$ cat src/hw/sparse_sample_pkg.sv
// sparse sample capture, shared definitions
// widths, channel count and the packed beat types used between blocks
`default_nettype none

package sparse_sample_pkg;

  localparam int CHANNELS     = 2;  // input channels, one bank each
  localparam int SAMPLE_WIDTH = 16; // bits per sample
  localparam int TSTAMP_WIDTH = 32; // bits per timestamp
  localparam int OUT_WIDTH    = 32; // output stream word

  typedef logic signed [SAMPLE_WIDTH-1:0] sample_t;

  // one input beat, all channels side by side
  typedef struct packed {
    sample_t [CHANNELS-1:0] data;
    logic                   valid;
  } sample_bus_t;

  typedef struct packed {
    sample_t high; // go high above this
    sample_t low;  // go low below this
  } threshold_t;

  typedef struct packed {
    threshold_t [CHANNELS-1:0] thresholds;
    logic                      valid;
  } disc_config_t;

  typedef struct packed {
    logic start; // arm a capture
    logic stop;  // end a capture
    logic valid;
  } buffer_config_t;

  // kept samples, qualified per channel
  typedef struct packed {
    sample_t [CHANNELS-1:0] data;
    logic [CHANNELS-1:0]    valid;
  } disc_data_t;

  // {index, clock} per channel
  typedef struct packed {
    logic [CHANNELS-1:0][TSTAMP_WIDTH-1:0] data;
    logic [CHANNELS-1:0]                   valid;
  } disc_tstamp_t;

  typedef struct packed {
    logic [OUT_WIDTH-1:0] data;
    logic                 last;
  } out_beat_t;

endpackage

`default_nettype wire

$ cat src/hw/axis_width_converter.sv
// packs pairs of sample words into one output word
// first word low, second high, a last word alone goes out zero padded
`timescale 1ns/100ps
`default_nettype none

module axis_width_converter (
  input  logic                                  clk,
  input  logic                                  reset,
  input  logic [sparse_sample_pkg::SAMPLE_WIDTH-1:0] in_data,
  input  logic                                  in_valid,
  input  logic                                  in_last,
  output logic                                  in_ready,
  output sparse_sample_pkg::out_beat_t           out_beat,
  output logic                                  out_valid,
  input  logic                                  out_ready
);

  import sparse_sample_pkg::*;

  logic [SAMPLE_WIDTH-1:0] low_q;    // first half waiting for its partner
  logic                    have_low;
  logic                    in_fire;
  logic                    out_fire;
  logic                    emit;     // this input completes an output word

  assign in_ready = !out_valid || out_ready; // blocked while the output word is stuck
  assign in_fire  = in_valid && in_ready;
  assign out_fire = out_valid && out_ready;
  assign emit     = in_fire && (have_low || in_last);

  always_ff @(posedge clk) begin
    if (reset) begin
      have_low  <= 1'b0;
      out_valid <= 1'b0;
    end else begin
      if (in_fire) begin
        have_low <= !have_low && !in_last;
      end
      if (emit) begin
        out_valid <= 1'b1;
      end else if (out_fire) begin
        out_valid <= 1'b0;
      end
    end
  end

  always_ff @(posedge clk) begin
    if (in_fire && !have_low) begin
      low_q <= in_data;
    end
    if (emit) begin
      out_beat.data <= have_low ? {in_data, low_q} : {{SAMPLE_WIDTH{1'b0}}, in_data};
      out_beat.last <= in_last;
    end
  end

  // once offered, a word stays offered and unchanged until taken
  a_valid_held: assert property (@(posedge clk) disable iff (reset)
    out_valid && !out_ready |=> out_valid && $stable(out_beat));

endmodule

`default_nettype wire

$ cat config.mk
export PLATFORM = sky130hd
export DESIGN_NAME = axis_width_converter
export DESIGN_NICKNAME = d
export VERILOG_FILES = /design/src/hw/sparse_sample_pkg.sv /design/src/hw/axis_width_converter.sv
export SDC_FILE = /design/constraint.sdc
export NUM_CORES = 1
export LEC_CHECK = 0
export BUFFER_PORTS_ARGS = -buffer_cell sky130_fd_sc_hd__clkbuf_2
export CAP_MARGIN = 20
export CORE_MARGIN = 10
export CORE_UTILIZATION = 45
export CTS_BUF_LIST = sky130_fd_sc_hd__clkbuf_16
export DETAILED_ROUTE_END_ITERATION = 7
export PLACE_DENSITY = 0.81
export SETUP_SLACK_MARGIN = 0.4
export SLEW_MARGIN = 40
export SYNTH_ARGS = -nofsm -noshare
export SYNTH_HDL_FRONTEND = slang
export SYNTH_SLANG_ARGS = --single-unit
$ cat constraint.sdc
create_clock -name clk -period 3.97 [get_ports clk]
set_input_delay 0.794 -clock clk [delete_from_list [all_inputs] [get_ports clk]]
set_output_delay 0.794 -clock clk [all_outputs]
set_load 0.01 [all_outputs]
; ---- Word level (Yosys, flattened, before mapping)
; Index checks and enable logic that the tools add are counted.
[word_totals]
out_inout_bits = 35
register_bits = 51
ram_bits = 0
memories = 0
romBits = 0
latch_bits = 0
inputBits = 21
[classes]
n_reduce_logical = 11
multipliers = 0
magnitude_cmp = 0
n_eq_ne = 0
shifts = 0
div = 0
bitwise = 0
mux = 3
add_sub_neg = 0
[ops]
columns = cell, count
row1 = $mux W16, 1
row2 = $logic_and A1 B1 Y1, 5
row3 = $logic_not A1 Y1, 3
row4 = $logic_or A1 B1 Y1, 2
row5 = $mux W1, 2
row6 = $reduce_bool A2 Y1, 1

; ---- Logic depth before layout (Yosys ltp)
; Gate-level depths: netlist of run 1.
[logic_depth]
ltp_word = 5
depth_mapped = 4

; ---- Worst setup path before layout of run 1
; Ideal clock, no wire load.
[synth_timing]
kind = input -> register
start = input out_ready
end = register out_beat[0] (netlist bit), enable pin
cell_stages = 3
n_path_buf = 0
setup_time_ns = 0.423
arrival_ns = 2.411
slack_ns = 1.136
path_cell_list = nand2b_4 nand2_1 nor2_1
[synth_between]
elab_chain_len = 3
[synth_lines]
columns = element, line
row1 = from (decl), axis_width_converter.sv:15  ; input logic out_ready
row2 = $logic_or A1 B1 Y1, axis_width_converter.sv:26  ; assign in_ready = !out_valid || out_ready;
row3 = $logic_and A1 B1 Y1, axis_width_converter.sv:27  ; assign in_fire = in_valid && in_ready;
row4 = $logic_and A1 B1 Y1, axis_width_converter.sv:29  ; assign emit = in_fire && (have_low || in_last);
row5 = via emit, axis_width_converter.sv:24  ; logic emit;
row6 = to (decl), axis_width_converter.sv:13  ; output sparse_sample_pkg::out_beat_t out_beat,
; The timed path passes the listed nets, and every way through them passes these cells.
; A chain may end at the register's enable or synchronous reset.

; ---- Worst setup path after layout of run 1
[layout_timing]
start = register have_low
end = register out_beat[29] (netlist bit), enable pin
[layout_between]
elab_chain_len = 2
[layout_lines]
columns = element, line
row1 = from (decl), axis_width_converter.sv:21  ; logic have_low;
row2 = from (signal assigned), axis_width_converter.sv:37  ; have_low <= !have_low && !in_last;
row3 = $logic_or A1 B1 Y1, axis_width_converter.sv:29
row4 = $logic_and A1 B1 Y1, axis_width_converter.sv:29
row5 = via emit, axis_width_converter.sv:24
; The timed path passes the listed nets, and every way through them passes these cells.

==> impl_metrics.tcl, run 1 <==
set metrics [dict create \
    status "completed" \
    synth-simple-area-share 0.07221 \
    crit_path_frequent_cell "buf_4" \
    cts.repair.resized 0 \
    min_period_ns 1.955 \
    place_congestion 0.6824 \
    fp.dieArea_um2 7339 \
    place_hpwl_um 2584 \
    min_from "out_valid$_SDFFE_PP0P_" \
    worstPathArrival_ns 1.89 \
    routedWlPerCell_um 16.45 \
    synth_largest_area_cell "edfxtp_1" \
    clock_sinks 51 \
    mappedNetlistArea_um2 1941 \
    detail_route.drc_violations 0 \
    grt-busiest-layer "met2" \
    cp_data_required_time_ns 3.91 \
    grt_util_met3 0.03974 \
    cts_tree "built" \
    final_max_slew_viol_count 0 \
    count_of_tritonroute_iterations_in_the_first_routing_pass 4 \
    yosys.cell_count.top_type "edfxtp_1" \
    min_period_over_period 0.4925 \
    port_buffers 55 \
    critical_path.cell_chain "buf_4 -> nor2_1 -> nor2_2 -> buf_4" \
    r2r_end "out_beat[29]$_SDFFCE_PN0P_" \
    num_antenna_cells 0 \
    layout-drive-gt1-share 0.5253 \
    count_of_standard_cell_rows 23 \
    ys_seq_area_frac 0.7789 \
    max-cap-violations 0 \
    power.ir.vdd_worst_uv 312.9 \
    grt_met2_use 0.1546 \
    timing.critical_path.to_type "flip-flop" \
    clk_transition_reported_paths_ns 0.06 \
    syn_inst 97 \
    grt_first_pass_wirelength_um 5444 \
    worst_path_largest_cell_delay_ns 0.65 \
    slowest_stage "dfxtp_1" \
    final_nets 179 \
    power.internal_mw 0.9683 \
    detail_route.wirelength_um 3422 \
    globalRoute.totalOverflow 0 \
    grt_use_met1 0.1033 \
    rr_worst_depth 4 \
    filler_cell_count 320 \
    clockPowerShare 0.381 \
    syn-mean-instance-area_um2 20.01 \
    clk_path_buf_depth 2 \
    switching_share 0.1904 \
    yosys_register_bits 51 \
    synth.area.mux_share 0.1199 \
    io_pins 56 \
    report.final.hold_viol_count 0 \
    yosys.area_share.xor_xnor 0 \
    power.share.sequential 0.537 \
    grt_antenna_before_repair 0 \
    crit_path_max_fanout 33 \
    tightest_slew_margin_relative_to_the_limit 0.6441 \
    power_leakage_nw 0.9869 \
    die_w_um 85.67 \
    pin_count_of_the_biggest_net_entering_global_routing 34 \
    synth_top_family_by_area "multiplexers" \
    fmax_ghz 0.5114 \
    timing_worst_setup_path_type "reg2reg" \
    synth_area_leaders "edfxtp_1 76%, mux2_4 8.5%, and2_1 5.2%, mux2_2 3.5%, dfxtp_1 2.1%" \
    critPathBufInv 2 \
    grt_setup_unrepaired "no" \
    synth_enable_flop_cells 49 \
    core_um2 4086 \
    clock_skew_ns 0.003832 \
    critical_path.startpoint_type "flip-flop" \
    synth_fa_ha_area_frac 0 \
    drtAntennaViolNets 0 \
    cell_variety_after_synth 15 \
    synthArstFlopShare 0 \
    reg_to_reg_setup_timing_slack_ns 2.01 \
    first_iter_violations 95 \
    h-tree-depth 2 \
    die_y_um 85.67 \
    grt_usage 0.09548 \
    synth_compound_area_frac 0.005158 \
    viasPerCell 4.817 \
    power-per-cell-area_nw_per_um2 495.0 \
    cpLargestDelayFamily "buffers and inverters" \
    comb_power_share 0.082 \
    finalPower_mw 1.196 \
    regToRegStartpoint "have_low$_SDFFE_PP0P_" \
    synth.net_count 118 \
    worst_slew_pin_slew_ns 0.5331 \
    numCtsBuffers 5 \
    timing.setup.tns_ns 0 \
    initial_core_util 0.4749 \
    number_of_global_route_vias_before_repair 1066 \
    cts_setup_buffers 0 \
    cts_hold_buffers 0 \
    setup_viol 0 \
    dr_total_vias 1002 \
    setup.worst_path.start "have_low$_SDFFE_PP0P_" \
    timing.hold.worst_path_depth 2 \
    root_buffer "clkbuf_16" \
    synth_top_area_share 0.7582 \
    area_growth_syn_to_layout_pct 24.50 \
    synthFlopType "edfxtp_1" \
    insertion_delay_to_the_later_sink_of_the_worst_skew_pair_ns 0.28 \
    hold_class "reg2reg" \
    netSwitchingPower_mw 0.2277 \
    yosysWarningCount 0 \
    yosys-top-cells-count "49 x edfxtp_1, 16 x and2_1, 11 x mux2_4" \
    timing.hold.worst_endpoint "out_valid$_SDFFE_PP0P_" \
]
registers in the layout (all words and copies together) (netlist names):
name / cells
out_beat: 33
low_q: 16
have_low: 1
out_valid: 1
logic make-up after synthesis:
kind of cell | Yosys count
compound gates | 2
buf+inv | 4
flops | 51
simple gates | 23
mux | 17
how the worst max path moves through the flow:
stage | endpoint | slack (ns) | cells after the start
after CTS | out_beat[29]$_SDFFCE_PN0P_ | 1.99 | 4
after detailed placement | out_beat[29]$_SDFFCE_PN0P_ | 2.01 | 4
final | out_beat[29]$_SDFFCE_PN0P_ | 2.01 | 4
after global placement | in_ready | 2.05 | 3
after global routing | out_beat[29]$_SDFFCE_PN0P_ | 1.84 | 4
after floorplan | out_beat[0]$_DFFE_PP_ | 1.14 | 3
cell type report:
type | instances | area [um2] | area share
Sequential cell | 51 | 1511 | 0.6256
Multi-Input combinational cell | 42 | 385.4 | 0.1595
Timing Repair Buffer | 58 | 297.8 | 0.1233
Clock buffer | 5 | 125.1 | 0.05179
Tap cell | 50 | 62.56 | 0.02589
Clock inverter | 2 | 33.78 | 0.01398
cells in the final DEF, fill, tap and decap left out:
master,count
a21oi_1,1
and2_1,16
buf_4,3
bufinv_16,1
clkbuf_16,5
clkbuf_2,55
dfxtp_1,2
edfxtp_1,49
inv_1,1
mux2_2,6
mux2_4,11
nand2_1,1
nand2b_4,1
nor2_1,2
nor2_2,1
nor2b_1,1
nor3_1,1
o21ai_0,1
tightest hold or removal path, stage by stage (launching register included):
cell and delay (ns):
dfxtp_1 0.33, nand2b_4 0.08, a21oi_1 0.05
stage by stage:
step / setup WS [ns] / cell area [um2] / util / hold WS, ns / cells
after floorplan: 1.136 / 1941 / - / 0.5231 / 97
after global routing: 1.842 / 2416 / 0.5912 / 0.5368 / 208
final: 2.015 / 2416 / 0.5912 / 0.5077 / 208
after detailed placement: 2.007 / 2257 / 0.5524 / 0.5024 / 201
after global placement: 2.047 / 2257 / 0.5524 / 0.4875 / 201
after CTS: 1.995 / 2416 / 0.5912 / 0.5138 / 208
layer usage:
layer	share of wire	vias to the layer above	wire [um]
li1	-	479	-
met1	0.39	473	1351
met2	0.50	44	1708
met3	0.085	6	290
met4	0.021	0	71
met5	0	-	0
power by group through the flow:
stage,logic [mW],registers [mW],clock network (mW)
2_1_floorplan,0.0517,0.661,0
4_1_cts,0.101,0.642,0.465
6_report,0.0983,0.642,0.456
3_3_place_gp,0.0980,0.651,0
3_5_place_dp,0.101,0.654,0
5_1_grt,0.108,0.646,0.487
Note: power is estimated with default switching activity, not from simulation.
==> run 2, diff against run 1 <==
--- a/config.mk
+++ b/config.mk
@@ -5,6 +5,7 @@
 export SDC_FILE = /design/constraint.sdc
 export NUM_CORES = 1
 export LEC_CHECK = 0
+export ABC_AREA = 1
 export BUFFER_PORTS_ARGS = -buffer_cell sky130_fd_sc_hd__clkbuf_2
 export CAP_MARGIN = 20
 export CORE_MARGIN = 10
==> constraint.sdc (replaced) <==
create_clock -name clk -period 1.82 [get_ports clk]
set_input_delay 0.364 -clock clk [delete_from_list [all_inputs] [get_ports clk]]
set_output_delay 0.364 -clock clk [all_outputs]
set_load 0.01 [all_outputs]
==> impl_metrics.tcl, run 2 <==
set metrics [dict create \
    timing_worst_setup_path_type "reg2reg" \
    pin_count_of_the_biggest_net_entering_global_routing 34 \
    count_of_standard_cell_rows 23 \
    grt_first_pass_wirelength_um 5740 \
    cts_tree "built" \
    h-tree-depth 2 \
    timing.hold.worst_path_depth 2 \
    timing.setup.tns_ns 0 \
    die_y_um 85.88 \
    number_of_global_route_vias_before_repair 1186 \
    timing.hold.worst_endpoint "out_valid$_SDFFE_PP0P_" \
    setup_viol 0 \
    layout_common_cells "65 x nand2_1, 55 x clkbuf_2, 49 x edfxtp_1" \
    synth_largest_area_cell "edfxtp_1" \
    cp_data_required_time_ns 1.80 \
    core_um2 4086 \
    crit_path_max_fanout 33 \
    routedWlPerCell_um 14.07 \
    synthArstFlopShare 0 \
    timing.critical_path.to_type "flip-flop" \
    ys_seq_area_frac 0.7739 \
    layout.cells.most_common "nand2_1" \
    root_buffer "clkbuf_16" \
    insertion_delay_to_the_later_sink_of_the_worst_skew_pair_ns 0.29 \
    viasPerCell 4.498 \
    fmax_ghz 0.7631 \
    synth_top_area_share 0.7534 \
    worstPathArrival_ns 1.29 \
    yosys_register_bits 51 \
    die_w_um 85.88 \
    synth_area_leaders "edfxtp_1 75%, nand2_1 13%, inv_1 4.0%, buf_6 2.3%, dfxtp_1 2.0%" \
    globalRoute.totalOverflow 0 \
    largest_register "out_beat" \
    grt_usage 0.1006 \
    r2r_end "out_beat[3]$_DFFE_PP_" \
    reg_to_reg_setup_timing_slack_ns 0.51 \
    cell_variety_after_synth 13 \
    power-per-cell-area_nw_per_um2 1046 \
    clk_transition_reported_paths_ns 0.06 \
    mappedNetlistArea_um2 1953 \
    place_congestion 0.6947 \
    final_max_slew_viol_count 0 \
    num_antenna_cells 0 \
    syn_inst 152 \
    worst_slew_pin_slew_ns 0.4389 \
    first_iter_violations 83 \
    port_buffers 55 \
    slowest_stage "dfxtp_2" \
    cts_setup_buffers 0 \
    layout-drive-gt1-share 0.3474 \
    final_nets 233 \
    grt_setup_unrepaired "no" \
    rr_worst_depth 5 \
    regToRegStartpoint "have_low$_SDFFE_PP0P_" \
    fp.dieArea_um2 7375 \
    synthFlopType "edfxtp_1" \
    area_growth_syn_to_layout_pct 24.79 \
    min_period_over_period 0.7200 \
    place_hpwl_um 2717 \
    min_period_ns 1.310 \
    hold_class "in2reg" \
    largest_reg_flops 33 \
    clock_sinks 51 \
    io_pins 56 \
    detail_route.drc_violations 0 \
    critical_path.cell_chain "inv_8 -> nand2_4 -> nand3_4 -> clkinvlp_4 -> buf_12" \
    synth.net_count 173 \
    yosys.cell_count.top_type "nand2_1" \
    power_leakage_nw 1.170 \
    count_of_tritonroute_iterations_in_the_first_routing_pass 4 \
    numCtsBuffers 5 \
    cpLargestDelayFamily "flip-flops" \
    filler_cell_count 351 \
    biggestRegsByFlops "out_beat x33, low_q x16" \
    power.ir.vdd_worst_uv 593.2 \
    syn-mean-instance-area_um2 12.85 \
    critPathBufInv 3 \
    grt_antenna_before_repair 0 \
    yosys-top-cells-count "66 x nand2_1, 49 x edfxtp_1, 21 x inv_1" \
    dpl-instance-area_um2 2295 \
    clock_skew_ns 0.002526 \
    status "completed" \
    clk_path_buf_depth 2 \
    finalInstanceArea_um2 2437 \
    tightest_slew_margin_relative_to_the_limit 0.7067 \
    drtAntennaViolNets 0 \
    initial_core_util 0.4780 \
    critical_path.startpoint_type "flip-flop" \
    synth_enable_flop_cells 49 \
    detail_route.wirelength_um 3700 \
    report.final.hold_viol_count 0 \
    min_from "reset" \
    worst_path_largest_cell_delay_ns 0.44 \
    dr_total_vias 1183 \
    max-cap-violations 0 \
    yosysWarningCount 0 \
    cts_hold_buffers 0 \
]
-- run 2: cell count changes after synthesis, moves of 2 or more --
cell / delta
nand2_1: +65
inv_1: +21
and2_1: -16
mux2_4: -11
mux2_2: -6
buf_6: +2
-- run 2: routing by layer --
| layer | wire, um | track usage |
|---|---|---|
| met1 | 1483 | 0.09914 |
| met2 | 1807 | 0.1657 |
| met4 | 44 | 0.04042 |
| met5 | 0 | 0 |
| met3 | 365 | 0.06339 |
-- run 2: kinds of logic (layout without fill, tap and decap cells) --
kind of cell    count (synthesis)  count (layout)  synth area share
compound gates                  2               2          0.005125
buf+inv                        27              88           0.07303
simple gates                   72              72            0.1480
flops                          51              51            0.7739
-- run 2: power breakdown --
group          total [mW]  switching (mW)  internal [mW]
sequential           1.41          0.0238           1.39
combinational       0.249           0.161         0.0888
clock               0.891           0.389          0.502
total                2.55           0.573           1.98
-- run 2: layout make-up --
class,count,area [um2],share of cell area
Clock buffer,5,125.1,0.05133
Clock inverter,3,16.27,0.006674
Sequential cell,51,1513,0.6206
Timing Repair Buffer,58,310.3,0.1273
Inverter,22,93.84,0.03850
Multi-Input combinational cell,74,316.6,0.1299
Tap cell,50,62.56,0.02567
-- run 2: worst max-delay path by stage --
stage	depth (start not counted)	start	to	slack (ns)
6_report	5	have_low$_SDFFE_PP0P_	out_beat[3]$_DFFE_PP_	0.51
5_1_grt	3	out_valid$_SDFFE_PP0P_	low_q[2]$_DFFE_PP_	0.43
4_1_cts	5	have_low$_SDFFE_PP0P_	out_beat[24]$_SDFFCE_PN0P_	0.51
3_5_place_dp	5	out_ready	low_q[8]$_DFFE_PP_	0.37
3_3_place_gp	5	out_ready	low_q[5]$_DFFE_PP_	0.42
2_1_floorplan	5	have_low$_SDFFE_PP0P_	out_beat[0]$_DFFE_PP_	0.37
-- run 2: metrics by stage --
stage | std cells | util | total power [mW] | setup WS, ns | hold slack [ns]
2_1_floorplan | 152 | - | 1.580 | 0.3653 | 0.4364
4_1_cts | 263 | 0.5964 | 2.570 | 0.5093 | 0.2435
3_5_place_dp | 255 | 0.5615 | 1.690 | 0.3658 | 0.5020
3_3_place_gp | 255 | 0.5615 | 1.680 | 0.4176 | 0.5023
6_report | 263 | 0.5964 | 2.550 | 0.5096 | 0.2429
5_1_grt | 263 | 0.5964 | 2.655 | 0.4252 | 0.2414
-- run 2: repair_timing --
item / CTS / global route
endpoints found under the setup margin: 33 / 0
hold endpoints to repair: 0 / 0
resized for setup: 1 / 0
