**config.mk**
```make
export PLATFORM = sky130hd
export DESIGN_NAME = sample_discriminator
export DESIGN_NICKNAME = d
export VERILOG_FILES = /design/src/hw/sparse_sample_pkg.sv /design/src/hw/sample_discriminator.sv
export SDC_FILE = /design/constraint.sdc
export NUM_CORES = 1
export LEC_CHECK = 0
export ABC_AREA = 1
export BUFFER_PORTS_ARGS = -buffer_cell sky130_fd_sc_hd__buf_2
export CAP_MARGIN = 20
export CORE_UTILIZATION = 30
export CTS_CLUSTER_SIZE = 20
export DETAILED_ROUTE_END_ITERATION = 6
export PLACE_DENSITY = 0.51
export RECOVER_POWER = 25
export SETUP_SLACK_MARGIN = 0.05
export SYNTH_ARGS = -nofsm -noshare
export SYNTH_HDL_FRONTEND = slang
export SYNTH_SLANG_ARGS = --single-unit
```
**constraint.sdc**
```tcl
create_clock -name clk -period 2.4 [get_ports clk]
set_input_delay 0.48 -clock clk [delete_from_list [all_inputs] [get_ports clk]]
set_output_delay 0.48 -clock clk [all_outputs]
set_load 0.02 [all_outputs]
```
**src/hw/sparse_sample_pkg.sv**
```systemverilog
// sparse sample capture, shared definitions
// widths, channel count and the packed beat types used between blocks
`default_nettype none

package sparse_sample_pkg;

  localparam int CHANNELS     = 2;  // input channels, one bank each
  localparam int SAMPLE_WIDTH = 16; // bits per sample
  localparam int TSTAMP_WIDTH = 32; // bits per timestamp
  localparam int OUT_WIDTH    = 32; // output stream word

  typedef logic signed [SAMPLE_WIDTH-1:0] sample_t;

  // one input beat, all channels side by side
  typedef struct packed {
    sample_t [CHANNELS-1:0] data;
    logic                   valid;
  } sample_bus_t;

  typedef struct packed {
    sample_t high; // go high above this
    sample_t low;  // go low below this
  } threshold_t;

  typedef struct packed {
    threshold_t [CHANNELS-1:0] thresholds;
    logic                      valid;
  } disc_config_t;

  typedef struct packed {
    logic start; // arm a capture
    logic stop;  // end a capture
    logic valid;
  } buffer_config_t;

  // kept samples, qualified per channel
  typedef struct packed {
    sample_t [CHANNELS-1:0] data;
    logic [CHANNELS-1:0]    valid;
  } disc_data_t;

  // {index, clock} per channel
  typedef struct packed {
    logic [CHANNELS-1:0][TSTAMP_WIDTH-1:0] data;
    logic [CHANNELS-1:0]                   valid;
  } disc_tstamp_t;

  typedef struct packed {
    logic [OUT_WIDTH-1:0] data;
    logic                 last;
  } out_beat_t;

endpackage

`default_nettype wire

```
**src/hw/sample_discriminator.sv**
```systemverilog
// hysteresis discriminator for all channels
// keeps samples while a channel is high and timestamps each rising transition
`timescale 1ns/100ps
`default_nettype none

module sample_discriminator #(
  parameter int DATA_DEPTH = 1024 // entries per data bank, sizes the sample index
) (
  input  logic                          clk,
  input  logic                          reset,
  input  logic                          start_pulse,
  input  sparse_sample_pkg::sample_bus_t  samples_in,
  input  sparse_sample_pkg::disc_config_t disc_config,
  output sparse_sample_pkg::disc_data_t   data_out,
  output sparse_sample_pkg::disc_tstamp_t tstamp_out
);

  import sparse_sample_pkg::*;

  localparam int INDEX_WIDTH = $clog2(DATA_DEPTH);
  localparam int CLOCK_WIDTH = TSTAMP_WIDTH - INDEX_WIDTH; // rest of the timestamp word

  threshold_t [CHANNELS-1:0]                  thresholds;
  logic [CHANNELS-1:0]                        is_high;
  logic [CHANNELS-1:0]                        high_next;
  logic [CHANNELS-1:0][INDEX_WIDTH-1:0]       index;      // kept samples so far, per channel
  logic [CLOCK_WIDTH-1:0]                     clk_count;  // valid beats since start

  // thresholds only change on a config beat
  always_ff @(posedge clk) begin
    if (reset) begin
      thresholds <= '0;
    end else if (disc_config.valid) begin
      thresholds <= disc_config.thresholds;
    end
  end

  // hysteresis: above high sets, below low clears, in between holds
  always_comb begin
    for (int c = 0; c < CHANNELS; c++) begin
      high_next[c] = is_high[c];
      if ($signed(samples_in.data[c]) > $signed(thresholds[c].high)) begin
        high_next[c] = 1'b1;
      end else if ($signed(samples_in.data[c]) < $signed(thresholds[c].low)) begin
        high_next[c] = 1'b0;
      end
    end
  end

  // state and output qualifiers
  always_ff @(posedge clk) begin
    if (reset) begin
      is_high          <= '0;
      index            <= '0;
      clk_count        <= '0;
      data_out.valid   <= '0;
      tstamp_out.valid <= '0;
    end else begin
      data_out.valid   <= '0;
      tstamp_out.valid <= '0;
      if (start_pulse) begin // new capture starts from scratch
        is_high   <= '0;
        index     <= '0;
        clk_count <= '0;
      end else if (samples_in.valid) begin
        clk_count <= clk_count + 1'b1;
        is_high   <= high_next;
        for (int c = 0; c < CHANNELS; c++) begin
          data_out.valid[c]   <= high_next[c];
          tstamp_out.valid[c] <= high_next[c] & ~is_high[c]; // low to high
          if (high_next[c]) begin
            index[c] <= index[c] + 1'b1;
          end
        end
      end
    end
  end

  // payload, qualified by the valids above
  always_ff @(posedge clk) begin
    data_out.data <= samples_in.data;
    for (int c = 0; c < CHANNELS; c++) begin
      tstamp_out.data[c] <= {index[c], clk_count}; // index of this sample, then clock
    end
  end

  // a timestamp comes with its first kept sample, which crossed the high threshold
  generate
    for (genvar c = 0; c < CHANNELS; c++) begin : g_chk
      a_tstamp_crossing: assert property (@(posedge clk) disable iff (reset)
        tstamp_out.valid[c] |-> data_out.valid[c] &&
          ($signed(data_out.data[c]) > $signed($past(thresholds[c].high))));
    end
  endgenerate

endmodule

`default_nettype wire

```
# After elaboration in Yosys (flattened, before gate mapping)
# Cells that the tools add are included.
# word_totals
wordCells	34
output_inout_bits	100
in_bits	101
register_bits	208
# op_classes
order_cmp	4
reduce_logical	4
n_bitwise	5
muxes	4
addsub	3
# op_table
op	count
> comparator 16 bit	2
less-than comparator 16 bit	2
adder 22 x 1 -> 22 bit (second input constant)	1
adder 10 x 1 -> 10 bit (second input constant)	2
2-to-1 mux 1 bit	4
AND reduction 2 bit	2
inverter 1 bit	3
OR reduction 3 bit	1
bitwise AND 1 bit	2
OR reduction 2 bit	1

# Logic depth before layout (Yosys ltp)
# Gate-level depths: netlist of the first run.
# depth
word_depth	4
mapped_depth	17

# Least setup slack after synthesis of the first run
# No wires, ideal clock.
# synth_path
path_kind	input to register
start	input port samples_in[6] (netlist name)
end	register index[1] (netlist name)
setup_slack_ns	0.531
setup_time_ns	0.115
cell_stages	14
arrival_ns	1.754
cell_sequence	ha_1 -> a21oi_1 -> nor2_1 -> nor3_1 -> nand2_1 -> nand2_1 -> nand2_1 -> nand2_1 -> nand3_1 -> nand2_1 -> buf_2 -> nand3_1 -> nand2_1 -> nor2_1
# synth_between
elab_chain_cells	4
# synth_lines
element	line_no	source
start, declared	sample_discriminator.sv:12	input sparse_sample_pkg::sample_bus_t samples_in,
less-than comparator 16 bit	sample_discriminator.sv:44	end else if ($signed(samples_in.data[c]) < $signed(thresholds[c].low)) begin
2-to-1 mux 1 bit	sample_discriminator.sv:44	
2-to-1 mux 1 bit (*)	sample_discriminator.sv:42	if ($signed(samples_in.data[c]) > $signed(thresholds[c].high)) begin
AND reduction 2 bit (no line) (*)	--	
end signal, assigned by index	sample_discriminator.sv:72	index[c] <= index[c] + 1'b1;
end, declared	sample_discriminator.sv:26	logic [CHANNELS-1:0][INDEX_WIDTH-1:0] index;
# Mark *: on every way between the ends. The rest lies on a longest branch, timed or not.
# A chain may end at the register's enable or synchronous reset.

# Worst setup path in the final report of the first run
# layout_path
start	register thresholds[5] (netlist name)
end	register tstamp_out[0] (netlist name)
# layout_between
elab_chain_cells	4
# layout_lines
element	line_no	source
start, declared	sample_discriminator.sv:23	threshold_t [CHANNELS-1:0] thresholds;
start signal, assigned	sample_discriminator.sv:34	thresholds <= disc_config.thresholds;
less-than comparator 16 bit	sample_discriminator.sv:44	
2-to-1 mux 1 bit	sample_discriminator.sv:44	
2-to-1 mux 1 bit	sample_discriminator.sv:42	
bitwise AND 1 bit	sample_discriminator.sv:70	tstamp_out.valid[c] <= high_next[c] & ~is_high[c];
end, declared	sample_discriminator.sv:15	output sparse_sample_pkg::disc_tstamp_t tstamp_out
# No other way between the ends.

==> results by stage, run 1 <==
Run status:
- The flow ran to the end, and the final reports show no timing, DRC or antenna violations.

Yosys:
- The synthesis-stage register bit count is 186.
- Synthesis instantiated 35 different standard cells from the library.
- The most repeated cell in the gate-level netlist after synthesis is dfxtp_1.
- The synthesized netlist occupies a cell area of 7560 um^2.
- The net count after synthesis is 1069.
- Counting every instance in the synthesized netlist gives between 900 and 1000.
- The cell accounting for the most synthesized area is dfxtp_1.
- The part of the Yosys area used for sequential elements is 49.3%.
- The share of flip-flops with an asynchronous set or reset after synthesis is 0%.
- The area fraction of the dominant cell type after synthesis is about half.
- Sorting the synthesized cells by area gives the leading types as dfxtp_1 (49%), ha_1 (11%), a21oi_1 (8.1%), nand2_1 (5.8%), inv_1 (5.6%).
- The number of flops mapped to enable cells by yosys is 0.
- For this run, the leading register cell type out of synthesis is dfxtp_1.
- The average footprint of a synthesized cell is around 8.4 um^2.
- The number of warnings issued by yosys is 0.
- Ranked by instance count, the synthesized netlist is headed by dfxtp_1 (186), a21oi_1 (123), nand2_1 (116).

Layout:
- Compared with the post-synthesis result, the final layout area differs by 24.3%.
- Once layout is complete, the utilization of the core stands at between 30% and 40%.
- The total of fill cells in the finished design is 2599.
- At the end of the flow, the number of nets in the layout was 1245.
- The area of all placed cells without fillers is 9390 um^2.
- The post-route netlist has a little over 20% of its cells at a drive strength greater than 1.

Global routing:
- The global-route usage over all layers is between 10 and 15%.
- The initial antenna violation count is 2.
- The number of global-route vias before repair came to 5773.
- The first global-routing pass estimated between 20000 and 30000 um of wire.
- The total overflow left after global routing is 0.
- The pin count of the biggest net entering global routing is between 70 and 80.

Die:
- In this run the count of I/O pins placed on the die edge is 201.
- After floorplanning, the core was divided into 57 placement rows.
- The die covers between 20000 and 30000 um^2.
- The x dimension of the die is roughly 160 um.
- The overall die height is 161 um.
- The starting density of the core is between 30% and 40%.
- The floorplan step defined a core boundary enclosing approximately 25000 um^2.

Critical path:
- The peak fanout along the critical path is 21.
- The category of the most critical setup path is register to register.
- The worst setup path startpoint is thresholds[5].
- The arrival time at the worst endpoint is 2.34 ns.
- STA classifies the critical path startpoint as a register.
- The startpoint of the worst-slack reg-to-reg timing path is thresholds[5].
- The setup slack of the worst register-to-register path is slightly below 0.4 ns.
- At the worst endpoint, the required time is 2.73 ns.
- The category of the worst setup path capture point is a register.

Timing:
- Subtracting the final worst setup slack from the clock period gives ~2.0 ns.
- For the final database, setup skew stands at ~0.013 ns.
- Setup repair after global routing left no endpoint under its margin.
- The max-slew violation total from the final report is 0.
- The worst relative slew slack is 61.9%.
- The transition time at the pin with the least slew margin is ~0.57 ns.
- Across all setup checks in the final design, the least slack found is between 0.3 and 0.4 ns.
- The count of endpoints failing hold in the final timing report is 0.
- The achievable clock frequency is ~500 MHz.
- Setup violations remaining at the end of the flow were counted as 0.
- Of the available clock period, the critical path in the final layout requires a little over four fifths.
- The aggregate negative setup slack is 0 ns.

Clock tree:
- Counting every sink on the clock net gives between 150 and 200.
- The insertion delay of the later-clocked pin in the worst-skew pair is approximately 0.43 ns.
- In this run the number of H-tree levels came out at 4.
- The setup fix buffers added after clock tree synthesis is 0.
- The clock root buffer master is clkbuf_16.
- In this run, CTS created clock tree buffers numbering 17.
- After clock tree synthesis, the clock-pin slew on the worst setup and hold paths is approximately 0.08 ns.
- The number of buffers on the longest clock path is 2.
- The clock tree from TritonCTS is yes.
- The total of cells resized after clock tree synthesis is 0.
- Hold repair after CTS inserted 0 buffers.

Worst hold path:
- The type of the most critical hold path is input pin to register.
- The worst hold path begins at samples_in[17].

Job:
- Max-cap violations in this run came to 0.

Power:
- The worst-case IR drop observed on VDD is between 0.0003 and 0.0004 V.
- Overall power consumption after layout is estimated at between 0.006 and 0.007 W.
- Summed over all cells, the static leakage comes to 4.33 nW.
- In this run the power density over the cells is 738 nW/um^2.

Route:
- In this run the remaining antenna-violating nets after routing total 0.
- For this run, design rule violations remaining after detail routing come to 0.
- After detailed routing, the number of vias per cell comes to between 4 and 5.
- Summing over every cut layer, the via total after detailed routing is 6151.
- After the first detailed-routing iteration, the DRC count stood at between 200 and 300.
- The first detailed-routing pass ran for 4 iterations.
- The routed wire length per instance is 12.3 um.
- The final routed wirelength across all metal layers is 17500 um.

Placed design:
- In this run the tool buffered the top-level ports with 200 buffer cells.
- At the end of routability-driven placement, the weighted congestion stood at between 0.7 and 0.8.
- The post-place instance area is roughly 8800 um^2.
- The post-detailed-placement half-perimeter wirelength is 13000 um.
- Timing analysis after detailed placement gives a worst setup slack of 0.113 ns.
-- power by group --
part	switching, W	leakage [nW]	internal, W	total [W]
Combinational	0.000458	2.49	0.000299	0.000757
Sequential	0.0000352	1.53	0.00320	0.00324
Clock	0.00149	0.304	0.00145	0.00294
Total	0.00198	4.33	0.00495	0.00694
-- worst paths after layout --
kind,to,depth (start not counted)
min reg2reg,tstamp_out[54],0
max reg2reg,tstamp_out[0],14
max,tstamp_out[0],14
min,data_out[18],1
-- per-layer routing --
layer / GRT usage, % / share of wire, %
met5: 0 / 0
met2: 23.1 / 46
met1: 17.5 / 48
met4: 4.12 / 1.1
met3: 3.87 / 5.1
-- worst max-delay path, stage by stage (launching register included) --
cell     delay, ns
dfxtp_1       0.32
inv_1         0.05
ha_1          0.28
a21oi_1       0.17
nor2_1        0.06
nor3_1        0.14
nand2_1       0.11
nand2_1       0.09
nand2_1       0.06
nand2_1       0.05
nand3_1       0.06
nand2_1       0.10
buf_12        0.16
nand2_1       0.09
nor3_1        0.16
-- flip-flops by register name, indices dropped and copies added (netlist names) --
signal / count
thresholds: 64
data_out: 34
clk_count: 22
tstamp_out: 44
is_high: 2
index: 20
-- cells by family (layout without fill, tap and decap cells) --
group	after synthesis	count (layout)	synth area share (%)
AO/OA/AOI/OAI	212	212	14.3
XOR/XNOR	2	2	0.232
adder cells (fa/ha/maj)	65	65	10.8
buffers and inverters	168	357	9.52
flip-flops	186	186	49.3
other	0	2	0
AND/OR/NAND/NOR	270	270	15.9
-- stage by stage --
step | hold WS (ns) | std cells
3_3_place_gp | 0.343 | 1384
4_1_cts | 0.140 | 1416
6_report | 0.163 | 1418
5_1_grt | 0.137 | 1416
2_1_floorplan | 0.331 | 903
3_5_place_dp | 0.341 | 1384
-- cell usage in the layout, fill, tap and decap left out, drive strengths merged, types with 40 or more instances in the layout --
cell    count
ha         65
a21oi     123
nand3      40
o21ai      80
clkbuf     47
nor2       76
nand2     118
buf       179
dfxtp     186
inv       126
-- layout make-up --
| cell class | instances | area, um^2 | area share, % |
|---|---|---|---|
| Clock buffer | 17 | 425 | 4.53 |
| Inverter | 116 | 435 | 4.64 |
| Tap cell | 324 | 405 | 4.32 |
| Clock inverter | 15 | 199 | 2.12 |
| Sequential cell | 186 | 3720 | 39.6 |
| Antenna cell | 2 | 5.00 | 0.0533 |
| Timing Repair Buffer | 209 | 1080 | 11.5 |
| Multi-Input combinational cell | 549 | 3120 | 33.2 |
No activity file was read; power rests on OpenSTA's default activity.
==> run 2: changes to the inputs <==
- PLACE_DENSITY: 0.51 -> 0.53
- clock period: 2.4 -> 1.7 ns (I/O delays scaled with it)
==> results by stage, run 2 (synthesis results as in run 1) <==
Run status:
- The flow ran to the end, but the final reports show violations.
- The checks that failed: setup timing.

Critical path:
- The startpoint class of the critical path is a register.
- The critical path is of the register to register type.
- STA classifies the critical path endpoint as a register.
- The arrival time at the worst endpoint is 2.24 ns.
- The setup slack of the worst register-to-register path is -0.21 ns.
- Together, buffers and inverters on the worst path number 2.
- The critical path goes through inv_1, ha_4, nand2_1, nor2_4, nand2_2, nor2_4, a21oi_2, nand3_1, nand3_2, nand2_4, clkbuf_16, nand3_2, nand2_1, nor2_1.
- The required time at the endpoint of the critical path is roughly 2 ns.
- The largest single stage delay on the critical path is roughly 0.31 ns.
- The slowest stage of the critical path is the dfxtp_1 cell.
- Of all nets on the critical path, the largest fanout is 5.
- The cell type group with the largest total delay on the critical path is simple AND/OR/NAND/NOR gates.

Clock tree:
- The clock root buffer master is clkbuf_16.
- The H-tree generated during clock tree synthesis spans 4 levels.
- The number of buffers inserted during clock tree synthesis is 17.
- The clock tree from TritonCTS is yes.
- The clock edge transition at the registers on the reported setup and hold paths is around 0.07 ns.
- Buffers inserted to repair hold after CTS numbered 0.
- The clock reaches the later pin of the worst-skew pair after 0.43 ns.
- The number of buffers on the longest clock path is 2.
- The count of clock tree sinks is 186.

Global routing:
- The initial antenna violation count is 3.
- The global route total overflow is 0.
- The number of global-route vias before repair was approximately 6200.
- The global-route usage over all layers is between 10% and 20%.
- The first global-routing pass estimated 30400 um of wire.
- The pin count of the biggest net entering global routing is 49.

Timing:
- At the pin with the least slew margin, the transition time is 0.393 ns.
- Setup repair after global routing could not meet its margin everywhere.
- The worst pin sits at a relative slew slack of between 70 and 80%.
- Across the routed clock network, the largest skew measured is around 0.009 ns.
- The count of endpoints failing setup in the final report is 24.
- After layout, the worst path uses 112% of the clock period.
- The max-slew violation total from the final report is 0.
- The worst path in the final design needs a cycle of approximately 1.9 ns, including I/O delays and setup.
- The post-route worst setup slack is -0.209 ns.
- The count of endpoints failing hold in the final timing report is 0.
- The achievable clock frequency is about 520 MHz.

Route:
- The number of search-and-repair iterations in the first detailed-routing pass is 4.
- The number of nets with antenna violations after detailed routing is 0.
- In the final routed layout, each cell accounts on average for ~13 um.
- The number of remaining DRC errors is 0.
- The total vias in the final route is roughly 6600.
- The count of routing violations after the opening detailed-route iteration is roughly 360.
- Dividing the detail-routed via count by the number of cells gives approximately 4.4.
- Wires add up to 18900 um.

Die:
- The area inside the core boundary is ~25000 um^2.
- The starting density of the core is 30.8%.
- The floorplan step defined a die boundary enclosing 25800 um^2.
- The die is 161 um tall.
- For this design the top-level I/O count stands at 201.
- The number of core rows is 57.
- The die is 161 um wide.

Layout:
- The utilization after layout is ~45%.
- The commonest non-fill, non-tap cell in the layout is buf_2.
- In the layout the commonest cells are buf_2 (171), dfxtp_1 (170), a21oi_1 (100), nand2_1 (95), inv_1 (91).
- The largest registers in the layout are thresholds (64), tstamp_out (44), data_out (34).
- The number of flip-flops under the largest register name is between 60 and 70.
- The post-route netlist has 39.5% of its cells at a drive strength greater than 1.
- The net count of the finished layout is around 1300.
- The largest register by flop count is thresholds.
- From synthesis to final layout, the design area changed by 45.9%.

Placed design:
- Routability-driven placement finished with a final weighted congestion of a little over 0.8.
- The total of buffers placed on input and output ports is 200.
- The post-detailed-placement half-perimeter wirelength is about 13000 um.

Power:
- In this run the static leakage power is between 4 and 5 nW.
- The total power per unit cell area is between 900 and 1000 nW/um^2.
- The total power is between 0.01 and 0.015 W.
- The maximum vdd drop is 0.000711 V.

Job:
- The tool flagged a number of max-cap violations equal to 0.

Worst hold path:
- The path class of the tightest hold or removal check is input pin to register.
run 2: cell types whose count changed in the layout (fill, tap and decap cells not counted), moves of 16 or more:
cell     delta
a21oi_2    +19
buf_4      +82
nand2_1    -21
a21oi_1    -23
inv_1      -21
ha_4       +32
nand3_1    -18
inv_2      +21
nand3_2    +17
dfxtp_2    +16
ha_1       -33
dfxtp_1    -16
run 2: final timing paths:
check | from | end | cells after the start
max | thresholds[63] | index[14] | 14
min | samples_in[17] | data_out[18] | 1
max reg2reg | thresholds[63] | index[14] | 14
min reg2reg | clk_count[20] | tstamp_out[54] | 0
run 2: through the flow:
step,setup TNS (ns),hold WS [ns],instance area (um^2),setup slack [ns],instances
2_1_floorplan,0,0.331,7890,0.0345,903
6_report,-3.37,0.0266,11000,-0.209,1512
3_5_place_dp,-9.23,0.343,9740,-0.426,1462
3_3_place_gp,-8.79,0.344,9740,-0.398,1462
4_1_cts,-3.19,0.00103,10600,-0.170,1496
5_1_grt,-7.47,0.00541,11000,-0.360,1510
run 2: report_power, final:
part | switching [W] | internal [W]
logic | 0.000852 | 0.000776
registers | 0.0000579 | 0.00452
clock network | 0.00202 | 0.00199
run 2: area by class of cell:
| cell class | count | area, um^2 |
|---|---|---|
| Clock buffer | 17 | 425 |
| Sequential cell | 186 | 3740 |
| Multi-Input combinational cell | 549 | 3910 |
| Antenna cell | 2 | 5.00 |
| Timing Repair Buffer | 303 | 1930 |
| Tap cell | 324 | 405 |
| Clock inverter | 15 | 178 |
| Fill cell | 2473 | 13500 |
| Inverter | 116 | 435 |
run 2: per-layer routing:
layer / wire [um] / GRT usage (%)
met4: 178 / 3.73
met3: 1020 / 4.16
met2: 8670 / 24.2
met5: 13 / 0
met1: 9050 / 18.8
run 2: timing repair:
action,4_1_cts,5_1_grt
setup buffers,1,11
pin swaps,14,45
hold endpoints to repair,0,0
setup endpoints to repair,27,32
gates cloned,1,3
resized for setup,56,80
